==> config.mk <==
export PLATFORM = sky130hd
export DESIGN_NAME = support_logic_top
export DESIGN_NICKNAME = d
export VERILOG_FILES = /design/src/rtl/support_logic_pkg.sv /design/src/rtl/obi_phase_monitor.sv /design/src/rtl/resp_tag_fifo.sv /design/src/rtl/obi_bus_observer.sv /design/src/rtl/retire_event_tracker.sv /design/src/rtl/support_logic_top.sv
export VERILOG_INCLUDE_DIRS = /design/src /design/src/rtl
export SDC_FILE = /design/constraint.sdc
export NUM_CORES = 1
export LEC_CHECK = 0
export ABC_CLOCK_PERIOD_IN_PS = 2310
export BUFFER_PORTS_ARGS = -buffer_cell sky130_fd_sc_hd__buf_2
export CAP_MARGIN = 40
export CORE_MARGIN = 3
export CORE_UTILIZATION = 45
export DETAILED_ROUTE_END_ITERATION = 12
export PLACE_DENSITY = 0.71
export SYNTH_ARGS = -nofsm -noshare
export SYNTH_HDL_FRONTEND = slang
export SYNTH_SLANG_ARGS = --single-unit
==> constraint.sdc <==
create_clock -name in_support_if -period 2.31 [get_ports in_support_if]
set_input_delay 0.462 -clock in_support_if [delete_from_list [all_inputs] [get_ports in_support_if]]
set_output_delay 0.462 -clock in_support_if [all_outputs]
set_load 0.01 [all_outputs]
==> src/rtl/support_logic_settings.svh <==
/*
  Build-time limits shared by the support logic and its testbench.
  SL_MAX_OUTSTANDING must match what the core can actually issue per bus.
*/

`ifndef SUPPORT_LOGIC_SETTINGS_SVH
`define SUPPORT_LOGIC_SETTINGS_SVH

// --------------------
// OBI bus limits
// --------------------

// Requests in flight per bus, also the tag FIFO depth
`define SL_MAX_OUTSTANDING 2

// Outstanding count and event counter width
`define SL_CNT_W 8

// --------------------
// Interrupt causes
// --------------------

`define SL_CAUSE_W 11

// NMI-class causes, not counted as retired interrupts
`define SL_NMI_CAUSE_LO 1024
`define SL_NMI_CAUSE_HI 1027

`endif

==> src/rtl/support_logic_pkg.sv <==
/*
  Types shared by the OBI observers and the retire tracker.
*/

`default_nettype none

package support_logic_pkg;

  // Side information carried from grant to response
  typedef struct packed {
    logic integrity;
    logic gntpar_err;
  } resp_tag_t;

  // Recorded debug request window
  typedef enum logic [0:0] {
    DBG_REC_IDLE,
    DBG_REC_HOLD
  } dbg_rec_state_e;

  // Where the last retirement was relative to debug mode
  typedef enum logic [1:0] {
    DBG_OUT,
    DBG_IN,
    DBG_LEAVING
  } dbg_mode_state_e;

endpackage

`default_nettype wire

==> src/rtl/obi_phase_monitor.sv <==
/*
  Address-phase and outstanding-request tracking for one OBI bus.
  Assumes in-order responses arriving at least one cycle after the grant.
*/

`timescale 1ns/100ps
`default_nettype none

`include "support_logic_settings.svh"

module obi_phase_monitor (
  input  logic                 in_support_if,
  input  logic                 rst_n_i,
  input  logic                 bus_req_i,
  input  logic                 bus_gnt_i,
  input  logic                 bus_rvalid_i,
  output logic                 addr_ph_cont_o,
  output logic [`SL_CNT_W-1:0] outstanding_cnt_o
);

  logic                 accept;
  // Previous cycle held a request that was not granted
  logic                 req_wait_q;
  logic [`SL_CNT_W-1:0] cnt_q;

  assign accept = bus_req_i && bus_gnt_i;

  // Same request still waiting in its address phase
  assign addr_ph_cont_o = bus_req_i && req_wait_q;

  assign outstanding_cnt_o = cnt_q;

  always_ff @(posedge in_support_if) begin
    if (!rst_n_i) begin
      req_wait_q <= 1'b0;
      cnt_q      <= '0;
    end else begin
      req_wait_q <= bus_req_i && !bus_gnt_i;
      // Accept and response in one cycle cancel out
      case ({accept, bus_rvalid_i})
        2'b10:   cnt_q <= cnt_q + 1'b1;
        2'b01:   cnt_q <= cnt_q - 1'b1;
        default: cnt_q <= cnt_q;
      endcase
    end
  end

  // --------------------
  // Checks
  // --------------------

  // A response needs an earlier accepted request
  a_no_orphan_rvalid: assert property (
    @(posedge in_support_if) disable iff (!rst_n_i)
    bus_rvalid_i |-> (outstanding_cnt_o != '0)
  ) else $error("rvalid with no request outstanding");

  a_cnt_limit: assert property (
    @(posedge in_support_if) disable iff (!rst_n_i)
    outstanding_cnt_o <= `SL_MAX_OUTSTANDING
  ) else $error("more than %0d requests outstanding", `SL_MAX_OUTSTANDING);

endmodule

`default_nettype wire

==> src/rtl/resp_tag_fifo.sv <==
/*
  In-order store of response tags, written at grant, read at rvalid.
  Head is combinational; push and pop may share a cycle, even when full.
*/

`timescale 1ns/100ps
`default_nettype none

`include "support_logic_settings.svh"

module resp_tag_fifo
  import support_logic_pkg::*;
#(
  parameter int DEPTH = `SL_MAX_OUTSTANDING
) (
  input  logic      in_support_if,
  input  logic      rst_n_i,
  input  logic      push_i,
  input  logic      pop_i,
  input  resp_tag_t tag_i,
  output resp_tag_t resp_tag_o
);

  localparam int PTR_W = (DEPTH > 1) ? $clog2(DEPTH) : 1;
  localparam int CNT_W = $clog2(DEPTH + 1);

  resp_tag_t        mem_q [DEPTH];
  logic [PTR_W-1:0] wr_ptr_q;
  logic [PTR_W-1:0] rd_ptr_q;
  logic [CNT_W-1:0] fill_q;
  logic             full;
  logic             empty;

  assign full  = (fill_q == CNT_W'(DEPTH));
  assign empty = (fill_q == '0);

  // Oldest outstanding request
  assign resp_tag_o = mem_q[rd_ptr_q];

  // Payload storage
  always_ff @(posedge in_support_if) begin
    if (push_i) begin
      mem_q[wr_ptr_q] <= tag_i;
    end
  end

  always_ff @(posedge in_support_if) begin
    if (!rst_n_i) begin
      wr_ptr_q <= '0;
      rd_ptr_q <= '0;
      fill_q   <= '0;
    end else begin
      if (push_i) begin
        if (wr_ptr_q == PTR_W'(DEPTH - 1)) begin
          wr_ptr_q <= '0;
        end else begin
          wr_ptr_q <= wr_ptr_q + 1'b1;
        end
      end
      if (pop_i) begin
        if (rd_ptr_q == PTR_W'(DEPTH - 1)) begin
          rd_ptr_q <= '0;
        end else begin
          rd_ptr_q <= rd_ptr_q + 1'b1;
        end
      end
      case ({push_i, pop_i})
        2'b10:   fill_q <= fill_q + 1'b1;
        2'b01:   fill_q <= fill_q - 1'b1;
        default: fill_q <= fill_q;
      endcase
    end
  end

  // --------------------
  // Checks
  // --------------------

  a_no_overflow: assert property (
    @(posedge in_support_if) disable iff (!rst_n_i)
    (push_i && !pop_i) |-> !full
  ) else $error("tag pushed into full FIFO");

  a_no_underflow: assert property (
    @(posedge in_support_if) disable iff (!rst_n_i)
    pop_i |-> !empty
  ) else $error("tag popped from empty FIFO");

endmodule

`default_nettype wire

==> src/rtl/obi_bus_observer.sv <==
/*
  Observes one OBI bus: phase tracking, grant-parity checking and a
  per-request tag returned with each response. Never drives the bus.
*/

`timescale 1ns/100ps
`default_nettype none

`include "support_logic_settings.svh"

module obi_bus_observer
  import support_logic_pkg::*;
(
  input  logic                 in_support_if,
  input  logic                 rst_n_i,
  input  logic                 bus_req_i,
  input  logic                 bus_gnt_i,
  input  logic                 bus_rvalid_i,
  input  logic                 bus_gntpar_i,
  input  logic                 req_integrity_i,
  output logic                 addr_ph_cont_o,
  output logic [`SL_CNT_W-1:0] outstanding_cnt_o,
  output resp_tag_t            resp_tag_o
);

  logic      accept;
  logic      gntpar_err;
  // Error seen earlier in the current unaccepted address phase
  logic      gntpar_err_q;
  resp_tag_t tag_in;

  assign accept = bus_req_i && bus_gnt_i;

  // gntpar should always be the inverse of gnt
  assign gntpar_err = bus_req_i && ((bus_gnt_i == bus_gntpar_i) || gntpar_err_q);

  always_ff @(posedge in_support_if) begin
    if (!rst_n_i) begin
      gntpar_err_q <= 1'b0;
    end else if (bus_req_i && !bus_gnt_i) begin
      gntpar_err_q <= gntpar_err;
    end else begin
      gntpar_err_q <= 1'b0;
    end
  end

  // Tag as it stands in the accepting cycle
  always_comb begin
    tag_in.integrity  = req_integrity_i;
    tag_in.gntpar_err = gntpar_err;
  end

  // --------------------
  // Submodules
  // --------------------

  obi_phase_monitor u_phase_monitor (
    .in_support_if     (in_support_if),
    .rst_n_i           (rst_n_i),
    .bus_req_i         (bus_req_i),
    .bus_gnt_i         (bus_gnt_i),
    .bus_rvalid_i      (bus_rvalid_i),
    .addr_ph_cont_o    (addr_ph_cont_o),
    .outstanding_cnt_o (outstanding_cnt_o)
  );

  resp_tag_fifo #(
    .DEPTH (`SL_MAX_OUTSTANDING)
  ) u_tag_fifo (
    .in_support_if (in_support_if),
    .rst_n_i       (rst_n_i),
    .push_i        (accept),
    .pop_i         (bus_rvalid_i),
    .tag_i         (tag_in),
    .resp_tag_o    (resp_tag_o)
  );

  // Parity is only meaningful during an address phase
  a_gntpar_known: assert property (
    @(posedge in_support_if) disable iff (!rst_n_i)
    bus_req_i |-> !$isunknown(bus_gntpar_i)
  ) else $error("gntpar unknown while req is high");

endmodule

`default_nettype wire

==> src/rtl/retire_event_tracker.sv <==
/*
  Events derived from the retirement port: first fetch, first debug-mode
  retirement, a recorded debug request window and interrupt counters.
  Counters saturate at all ones and never wrap.
*/

`timescale 1ns/100ps
`default_nettype none

`include "support_logic_settings.svh"

module retire_event_tracker
  import support_logic_pkg::*;
(
  input  logic                   in_support_if,
  input  logic                   rst_n_i,
  input  logic                   rvfi_valid_i,
  input  logic                   rvfi_dbg_mode_i,
  input  logic                   rvfi_is_dret_i,
  input  logic                   rvfi_trap_i,
  input  logic                   rvfi_intr_i,
  input  logic [`SL_CAUSE_W-1:0] rvfi_intr_cause_i,
  input  logic                   debug_req_i,
  input  logic                   irq_ack_i,
  input  logic                   fetch_enable_i,
  output logic                   first_fetch_o,
  output logic                   first_debug_ins_o,
  output logic                   recorded_dbg_req_o,
  output logic [`SL_CNT_W-1:0]   cnt_irq_ack_o,
  output logic [`SL_CNT_W-1:0]   cnt_rvfi_irqs_o
);

  localparam logic [`SL_CAUSE_W-1:0] NMI_LO = `SL_CAUSE_W'(`SL_NMI_CAUSE_LO);
  localparam logic [`SL_CAUSE_W-1:0] NMI_HI = `SL_CAUSE_W'(`SL_NMI_CAUSE_HI);

  logic                 fetch_seen_q;
  dbg_mode_state_e      mode_state_q;
  dbg_rec_state_e       rec_state_q;
  // Retirements left before the recorded request drops
  logic [1:0]           rec_left_q;
  logic                 cause_is_nmi;
  logic                 count_rvfi_irq;
  logic [`SL_CNT_W-1:0] cnt_irq_ack_q;
  logic [`SL_CNT_W-1:0] cnt_rvfi_irqs_q;

  // --------------------
  // Startup
  // --------------------

  assign first_fetch_o = fetch_enable_i && !fetch_seen_q;

  always_ff @(posedge in_support_if) begin
    if (!rst_n_i) begin
      fetch_seen_q <= 1'b0;
    end else if (fetch_enable_i) begin
      fetch_seen_q <= 1'b1;
    end
  end

  // --------------------
  // Debug mode entry
  // --------------------

  assign first_debug_ins_o = rvfi_valid_i && rvfi_dbg_mode_i && (mode_state_q != DBG_IN);

  always_ff @(posedge in_support_if) begin
    if (!rst_n_i) begin
      mode_state_q <= DBG_OUT;
    end else if (rvfi_valid_i) begin
      // A completed dret ends the debug session
      if (rvfi_is_dret_i && !rvfi_trap_i) begin
        mode_state_q <= DBG_LEAVING;
      end else if (rvfi_dbg_mode_i) begin
        mode_state_q <= DBG_IN;
      end else begin
        mode_state_q <= DBG_OUT;
      end
    end
  end

  // Recorded debug request
  // Held for two more retirements, or three if the request came between them
  assign recorded_dbg_req_o = (rec_state_q == DBG_REC_HOLD);

  always_ff @(posedge in_support_if) begin
    if (!rst_n_i) begin
      rec_state_q <= DBG_REC_IDLE;
      rec_left_q  <= 2'd0;
    end else if (debug_req_i) begin
      rec_state_q <= DBG_REC_HOLD;
      rec_left_q  <= rvfi_valid_i ? 2'd2 : 2'd3;
    end else if ((rec_state_q == DBG_REC_HOLD) && rvfi_valid_i) begin
      if (rec_left_q == 2'd1) begin
        rec_state_q <= DBG_REC_IDLE;
      end
      rec_left_q <= rec_left_q - 2'd1;
    end
  end

  // --------------------
  // Interrupt counters
  // --------------------

  assign cause_is_nmi   = (rvfi_intr_cause_i >= NMI_LO) && (rvfi_intr_cause_i <= NMI_HI);
  assign count_rvfi_irq = rvfi_valid_i && rvfi_intr_i && !cause_is_nmi;

  assign cnt_irq_ack_o   = cnt_irq_ack_q;
  assign cnt_rvfi_irqs_o = cnt_rvfi_irqs_q;

  always_ff @(posedge in_support_if) begin
    if (!rst_n_i) begin
      cnt_irq_ack_q   <= '0;
      cnt_rvfi_irqs_q <= '0;
    end else begin
      if (irq_ack_i && (cnt_irq_ack_q != '1)) begin
        cnt_irq_ack_q <= cnt_irq_ack_q + 1'b1;
      end
      if (count_rvfi_irq && (cnt_rvfi_irqs_q != '1)) begin
        cnt_rvfi_irqs_q <= cnt_rvfi_irqs_q + 1'b1;
      end
    end
  end

  // --------------------
  // Checks
  // --------------------

  a_first_dbg_on_retire: assert property (
    @(posedge in_support_if) disable iff (!rst_n_i)
    first_debug_ins_o |-> rvfi_valid_i
  ) else $error("first debug instruction flagged without retirement");

endmodule

`default_nettype wire

==> src/rtl/support_logic_top.sv <==
/*
  Passive support logic for a RISC-V core: two OBI bus observers and a
  retirement event tracker. All outputs are for assertions only.
*/

`timescale 1ns/100ps
`default_nettype none

`include "support_logic_settings.svh"

module support_logic_top
  import support_logic_pkg::*;
(
  input  logic                   in_support_if,
  input  logic                   rst_n_i,
  // Instruction bus
  input  logic                   instr_bus_req_i,
  input  logic                   instr_bus_gnt_i,
  input  logic                   instr_bus_rvalid_i,
  input  logic                   instr_bus_gntpar_i,
  input  logic                   instr_req_integrity_i,
  output logic                   instr_addr_ph_cont_o,
  output logic [`SL_CNT_W-1:0]   instr_outstanding_cnt_o,
  output resp_tag_t              instr_resp_tag_o,
  // Data bus
  input  logic                   data_bus_req_i,
  input  logic                   data_bus_gnt_i,
  input  logic                   data_bus_rvalid_i,
  input  logic                   data_bus_gntpar_i,
  input  logic                   data_req_integrity_i,
  output logic                   data_addr_ph_cont_o,
  output logic [`SL_CNT_W-1:0]   data_outstanding_cnt_o,
  output resp_tag_t              data_resp_tag_o,
  // Retirement port and core control
  input  logic                   rvfi_valid_i,
  input  logic                   rvfi_dbg_mode_i,
  input  logic                   rvfi_is_dret_i,
  input  logic                   rvfi_trap_i,
  input  logic                   rvfi_intr_i,
  input  logic [`SL_CAUSE_W-1:0] rvfi_intr_cause_i,
  input  logic                   debug_req_i,
  input  logic                   irq_ack_i,
  input  logic                   fetch_enable_i,
  output logic                   first_fetch_o,
  output logic                   first_debug_ins_o,
  output logic                   recorded_dbg_req_o,
  output logic [`SL_CNT_W-1:0]   cnt_irq_ack_o,
  output logic [`SL_CNT_W-1:0]   cnt_rvfi_irqs_o
);

  obi_bus_observer u_instr_obs (
    .in_support_if     (in_support_if),
    .rst_n_i           (rst_n_i),
    .bus_req_i         (instr_bus_req_i),
    .bus_gnt_i         (instr_bus_gnt_i),
    .bus_rvalid_i      (instr_bus_rvalid_i),
    .bus_gntpar_i      (instr_bus_gntpar_i),
    .req_integrity_i   (instr_req_integrity_i),
    .addr_ph_cont_o    (instr_addr_ph_cont_o),
    .outstanding_cnt_o (instr_outstanding_cnt_o),
    .resp_tag_o        (instr_resp_tag_o)
  );

  obi_bus_observer u_data_obs (
    .in_support_if     (in_support_if),
    .rst_n_i           (rst_n_i),
    .bus_req_i         (data_bus_req_i),
    .bus_gnt_i         (data_bus_gnt_i),
    .bus_rvalid_i      (data_bus_rvalid_i),
    .bus_gntpar_i      (data_bus_gntpar_i),
    .req_integrity_i   (data_req_integrity_i),
    .addr_ph_cont_o    (data_addr_ph_cont_o),
    .outstanding_cnt_o (data_outstanding_cnt_o),
    .resp_tag_o        (data_resp_tag_o)
  );

  retire_event_tracker u_retire (
    .in_support_if      (in_support_if),
    .rst_n_i            (rst_n_i),
    .rvfi_valid_i       (rvfi_valid_i),
    .rvfi_dbg_mode_i    (rvfi_dbg_mode_i),
    .rvfi_is_dret_i     (rvfi_is_dret_i),
    .rvfi_trap_i        (rvfi_trap_i),
    .rvfi_intr_i        (rvfi_intr_i),
    .rvfi_intr_cause_i  (rvfi_intr_cause_i),
    .debug_req_i        (debug_req_i),
    .irq_ack_i          (irq_ack_i),
    .fetch_enable_i     (fetch_enable_i),
    .first_fetch_o      (first_fetch_o),
    .first_debug_ins_o  (first_debug_ins_o),
    .recorded_dbg_req_o (recorded_dbg_req_o),
    .cnt_irq_ack_o      (cnt_irq_ack_o),
    .cnt_rvfi_irqs_o    (cnt_rvfi_irqs_o)
  );

endmodule

`default_nettype wire

==> results.yml, run 1 <==
clock_tree:
  worstSkewPairLatency_ns: 0.30
  htree_levels: 2
  cts_tree: "built"
  hold_buffers: 0
  clockBufferDepth: 2
  cts.sinks: 56
  clkTransAtPathRegs_ns: 0.10
  cts_resized: 0
  root_buffer: "clkbuf_8"
  postCtsSetupRepairBufs: 0
  numCtsBuffers: 5
sta:
  grt_setup_unrepaired: "false"
  slew_violations: 0
  holdWs_ns: 0.344
  clock.fmax_mhz: 494
  finalCritPeriodShare: 0.877
  tightest_slew_ns: 0.443
  period_needed_ns: 2.02
  fin_tns_setup_ns: 0
  setup_viol_count_final: 0
  fin_skew_ns: 0.00685
  hold_viol: 0
  max-slew-margin-rel: 0.704
  postLayoutSetupSlackWorst_ns: 0.285
critical_path:
  cpPeakStageDelay_ns: 0.50
  crit_path_max_fanout: 9
  path_buf_inv: 0
  path_cells: "xor2_1 -> ha_1 -> a21boi_0 -> o22ai_1 -> or3_1 -> a21oi_1 -> mux2i_1"
  crit_path_end_kind: "flip-flop"
  critPathLaunchType: "flip-flop"
  critical_path_arrival_ns: 2.26
  critical_path_class: "reg2reg"
  cp_data_required_time_ns: 2.54
  crit_family: "compound AO/OA/AOI/OAI gates"
  slowest_stage: "dfxtp_1"
floorplanning:
  dieArea_sq_mm: 0.00786
  rows: 29
  start_util: 0.474
  core_area_sq_mm: 0.00649
  die_h_microns: 88.7
  fp.dieW_microns: 88.7
  ios: 72
grt:
  gr-total-overflow: 0
  met3_usage: 0.0372
  gr-usage-met2: 0.271
  grt_pass1_vias: 2377
  gr-max-usage-layer: "met2"
  grtUsageMet1: 0.211
  grtUsageTotal: 0.163
  antenna_found_initial: 0
  grt_pass1_wl_mm: 10.5
  grt_max_degree: 24
yosys:
  ys_ff_latch: 56
  ys.flop_type: "dfxtp_1"
  synthesis.nets: 387
  synth-edff-count: 8
  yosysMostFrequentCell: "nor2_1"
  synthTopCellsByCount: "nor2_1, dfxtp_1, nand2_1"
  synth_warnings: 0
  netlist_area_sq_mm: 0.00308
  async_flop_share: 0
  postSynthAreaPerCell_sq_um: 8.86
  synthTopCellsByArea: "dfxtp_1, edfxtp_1, xor2_1, nor2_1, mux2i_1"
  ys_types: 57
  synth_top_area_frac: 0.312
  yosysSeqAreaShare: 0.391
  syn_inst: 347
  yosysTopAreaCell: "dfxtp_1"
place:
  dp_worst_setup_slack_ns: 0.0137
  port_buffers: 69
  dp_hpwl_mm: 4.55
  place.gp.congestion: 0.872
  post-place-cells: 485
layout:
  area_delta_synth_final_pct: 17.0
  diodes: 0
  layout.cells.non_filler: 493
  drive_above_1_share: 0.260
  fin_nets: 455
status:
  status: "finished, final reports clean"
job:
  max-cap-violations: 0
routing:
  via_per_inst: 5.34
  drtIter0Drc: 97
  dr.pass1.iters: 4
  vias: 2634
  routedWlPerCell_microns: 12.5
  ant_nets: 0
  routed_wl_mm: 6.18
  drc: 0
power:
  p_leak_nw: 1.61
  ir_worst_vdd_mv: 0.282
  powerDensity_mw_per_mm2: 636
min_path:
  worstHoldPathType: "in2reg"
-- cells by family after synthesis --
group	Yosys count	share of synthesized area
AND/OR/NAND/NOR	153	0.256
flip-flops	56	0.391
multiplexers	17	0.0574
adder cells (fa/ha/maj)	9	0.0366
buffers and inverters	27	0.0427
XOR/XNOR	29	0.0826
AO/OA/AOI/OAI	56	0.134
-- sequential cells by signal, summed over array words and instances (netlist names), named ones only --
name / flops
u_data_obs.u_tag_fifo.mem_q: 4
u_data_obs.u_phase_monitor.req_wait_q: 1
u_instr_obs.u_phase_monitor.req_wait_q: 1
u_instr_obs.u_tag_fifo.wr_ptr_q: 1
u_data_obs.u_tag_fifo.rd_ptr_q: 1
u_data_obs.gntpar_err_q: 1
u_instr_obs.u_phase_monitor.outstanding_cnt_o: 8
u_retire.recorded_dbg_req_o: 1
u_data_obs.u_phase_monitor.outstanding_cnt_o: 8
u_retire.cnt_rvfi_irqs_o: 8
u_retire.rec_left_q: 2
u_instr_obs.u_tag_fifo.rd_ptr_q: 1
u_instr_obs.gntpar_err_q: 1
u_data_obs.u_tag_fifo.wr_ptr_q: 1
u_retire.mode_state_q: 2
u_retire.cnt_irq_ack_o: 8
u_retire.fetch_seen_q: 1
u_instr_obs.u_tag_fifo.mem_q: 4
-- path summary, 6_finish.rpt --
check,from,endpoint,slack (ns),depth (start not counted)
setup reg to reg,u_data_obs.u_phase_monitor.outstanding_cnt_o[1],u_data_obs.u_phase_monitor.outstanding_cnt_o[4],0.29,7
setup / recovery,u_data_obs.u_phase_monitor.outstanding_cnt_o[1],u_data_obs.u_phase_monitor.outstanding_cnt_o[4],0.29,7
hold / removal,data_req_integrity_i,u_data_obs.u_tag_fifo.mem_q[1][1],0.34,1
hold reg to reg,u_data_obs.u_phase_monitor.outstanding_cnt_o[7],u_data_obs.u_phase_monitor.outstanding_cnt_o[7],0.47,2
-- where the power goes --
part	switching [mW]	internal [mW]	leakage, nW	total, mW
Sequential	0.119	1.07	0.468	1.19
Combinational	0.296	0.281	1.10	0.577
Clock	0.306	0.216	0.0414	0.523
Total	0.722	1.57	1.61	2.29
-- stage by stage --
stage | utilization | total power [mW] | area [sq um]
global placement | 0.540 | 1.77 | 3510
finish | 0.554 | 2.29 | 3600
floorplan | - | 1.62 | 3090
detailed placement | 0.540 | 1.79 | 3510
global route | 0.554 | 2.47 | 3600
CTS | 0.554 | 2.32 | 3600
-- cell usage in the layout (no fill, tap or decap), types with 3 or more instances in the layout --
cell      instances
xnor2_1           6
nand2_1          27
nor2b_1           8
a21oi_2           3
nor3_1            4
nand4_1          12
buf_2            69
nand2b_1          8
mux2_2            5
a21o_1            3
and3_1           11
nand3_1          11
clkbuf_8          5
inv_1             5
nor2_1           49
buf_4            13
o31ai_1           3
or3_1             8
xor2_1           23
mux2i_1          12
o21ai_0           6
edfxtp_1          8
ha_1              9
dfxtp_1          48
and2_1            3
a21oi_1          17
-- metal layers --
layer / routed length [microns] / vias up
met2: 2860 / 69
met5: 0 / -
met4: 53 / 0
li1: - / 1350
met1: 2850 / 1211
met3: 409 / 4
-- layout make-up --
class                           instances  area (sq um)
Timing Repair Buffer                   82           443
Inverter                                6          22.5
Clock inverter                          2          16.3
Clock buffer                            6          72.6
Fill cell                             620          2900
Sequential cell                        56          1200
Multi-Input combinational cell        264          1750
Tap cell                               77          96.3
Power figures use the tool's default switching activity.
==> inputs of run 2 (changes only) <==
--- a/config.mk
+++ b/config.mk
@@ -8,5 +8,5 @@
 export LEC_CHECK = 0
 export ABC_CLOCK_PERIOD_IN_PS = 2310
-export BUFFER_PORTS_ARGS = -buffer_cell sky130_fd_sc_hd__buf_2
+export BUFFER_PORTS_ARGS = -buffer_cell sky130_fd_sc_hd__clkbuf_2
 export CAP_MARGIN = 40
 export CORE_MARGIN = 3
==> constraint.sdc (replaced) <==
create_clock -name in_support_if -period 2.31 [get_ports in_support_if]
set_input_delay 0.1155 -clock in_support_if [delete_from_list [all_inputs] [get_ports in_support_if]]
set_output_delay 0.1155 -clock in_support_if [all_outputs]
set_load 0.01 [all_outputs]
==> run 2 against run 1 <==
Compared with the run above: register-to-register slack improved by 0.07 ns; wire length down 3.1%; flip-flop and latch count unchanged; first-iteration DRC count up 3.1%; via count fell by 2.0%; highest routed layer unchanged.
==> results.yml, run 2 (synthesis results as in run 1) <==
grt:
  grt_max_degree: 24
  grtUsageTotal: 0.152
  grt_pass1_vias: 2232
  gr-total-overflow: 0
  antenna_found_initial: 0
  grt_pass1_wl_mm: 9.65
job:
  max-cap-violations: 0
layout:
  multi_input_area_sq_mm: 0.00174
  drive_above_1_share: 0.240
  area_delta_synth_final_pct: 15.6
  fin_nets: 447
  fillers: 621
  regArea_sq_mm: 0.00120
  diodes: 0
  layout_common_cells: "clkbuf_2, nor2_1, dfxtp_1"
  design_area_sq_mm: 0.00356
  final_common_cell: "clkbuf_2"
routing:
  vias: 2582
  drtIter0Drc: 100
  routedWlPerCell_microns: 12.3
  routed_wl_mm: 5.99
  dr.pass1.iters: 4
  via_per_inst: 5.32
  drc: 0
  ant_nets: 0
sta:
  period_needed_ns: 1.96
  finalCritPeriodShare: 0.848
  hold_viol: 0
  fin_tns_setup_ns: 0
  slew_violations: 0
  max-slew-margin-rel: 0.575
  fin_skew_ns: 0.00489
  setup_viol_count_final: 0
  tightest_slew_ns: 0.634
  clock.fmax_mhz: 511
  grt_setup_unrepaired: "false"
floorplanning:
  dieArea_sq_mm: 0.00786
  core_area_sq_mm: 0.00649
  die_h_microns: 88.7
  rows: 29
  ios: 72
  start_util: 0.474
  fp.dieW_microns: 88.7
critical_path:
  r2r_cells: 7
  cpPeakStageDelay_ns: 0.49
  path_cells: "xor2_1 -> ha_1 -> a21boi_0 -> o22ai_1 -> or3_1 -> a21oi_1 -> mux2i_1"
  critical_path_arrival_ns: 2.20
  critPathLaunchType: "flip-flop"
  path_buf_inv: 0
  slowest_stage: "dfxtp_1"
  r2r_slack_ns: 0.35
  cp_data_required_time_ns: 2.55
  crit_family: "compound AO/OA/AOI/OAI gates"
  crit_cells: 7
  critical_path_class: "reg2reg"
  crit_path_end_kind: "flip-flop"
  crit_path_max_fanout: 9
place:
  place_area_sq_mm: 0.00344
  port_buffers: 69
  dp_hpwl_mm: 4.42
  place.gp.congestion: 0.851
min_path:
  min_to: "u_data_obs.u_tag_fifo.mem_q[1][1]"
  hold_start: "data_req_integrity_i"
  worstHoldPathType: "in2reg"
  hold_path_depth: 1
power:
  ir_worst_vdd_mv: 0.294
  cell_internal_pwr_mw: 1.66
  p_comb_frac: 0.239
  powerDensity_mw_per_mm2: 668
  switching_share: 0.299
  switchingPower_mw: 0.711
  p_leak_nw: 1.56
  power.share.sequential: 0.499
  clkPwrFrac: 0.262
clock_tree:
  cts_tree: "built"
  root_buffer: "clkbuf_8"
  clockBufferDepth: 2
  numCtsBuffers: 5
  worstSkewPairLatency_ns: 0.30
  clkTransAtPathRegs_ns: 0.09
  cts.sinks: 56
  htree_levels: 2
  cts_resized: 0
status:
  status: "finished, final reports clean"
[run 2: cell types whose count changed in the layout (fill, tap and decap cells not counted), sizes merged]
cell	change
clkbuf	+69
dlygate4sd3	+1
bufinv	+1
clkinvlp	-1
buf	-78
[run 2: metal layers]
layer / vias up / wire, microns / GRT usage
met5: - / 0 / 0
met1: 1177 / 2870 / 0.189
met4: 0 / 82 / 0.0440
met2: 63 / 2690 / 0.261
met3: 7 / 351 / 0.0382
li1: 1335 / - / -
[run 2: how the worst max path moves through the flow]
stage | endpoint | slack, ns | start
final | flip-flop | 0.35 | flip-flop
after global routing | flip-flop | 0.15 | flip-flop
after CTS | flip-flop | 0.32 | flip-flop
after detailed placement | flip-flop | 0.19 | instr_bus_gnt_i
after global placement | u_data_obs.u_phase_monitor.outstanding_cnt_o[4] | 0.26 | data_bus_gnt_i
after floorplan | flip-flop | 0.26 | instr_bus_gnt_i
[run 2: power groups by stage]
stage               Sequential, mW  Combinational (mW)  Clock [mW]
finish                        1.19               0.569       0.622
global placement              1.20               0.555           0
detailed placement            1.21               0.570           0
global route                  1.20               0.639       0.676
CTS                           1.18               0.575       0.647
floorplan                     1.19               0.427           0
[run 2: worst register-to-register path, delay by kind of cell, from the launching register on]
family / cells / cell delay (ns)
XOR/XNOR: 1 / 0.19
multiplexers: 1 / 0.19
adder cells (fa/ha/maj): 1 / 0.19
AO/OA/AOI/OAI: 3 / 0.50
AND/OR/NAND/NOR: 1 / 0.34
flip-flops: 1 / 0.49
[run 2: area by class of cell]
cell class / instances / area share
inverters: 6 / 0.00633
multi-input cells: 264 / 0.490
repair buffers: 74 / 0.108
well taps: 77 / 0.0271
flip-flops and latches: 56 / 0.338
clock inverters: 2 / 0.00985
clock buffers: 6 / 0.0204
[run 2: through the flow]
| step | instances | setup slack [ns] | hold slack (ns) | total power, mW | util |
|---|---|---|---|---|---|
| after floorplan | 347 | 0.261 | 0.188 | 1.61 | - |
| after global placement | 476 | 0.261 | 0.309 | 1.76 | 0.529 |
| after detailed placement | 476 | 0.192 | 0.311 | 1.78 | 0.529 |
| after CTS | 485 | 0.320 | 0.00826 | 2.41 | 0.547 |
| after global routing | 485 | 0.152 | 0.00500 | 2.52 | 0.547 |
| final | 485 | 0.352 | 0.0108 | 2.38 | 0.547 |
[run 2: what timing repair did]
action / in CTS / in global routing
hold buffers: 1 / 0
hold endpoints to repair: 2 / 0
buffers inserted: 0 / 0
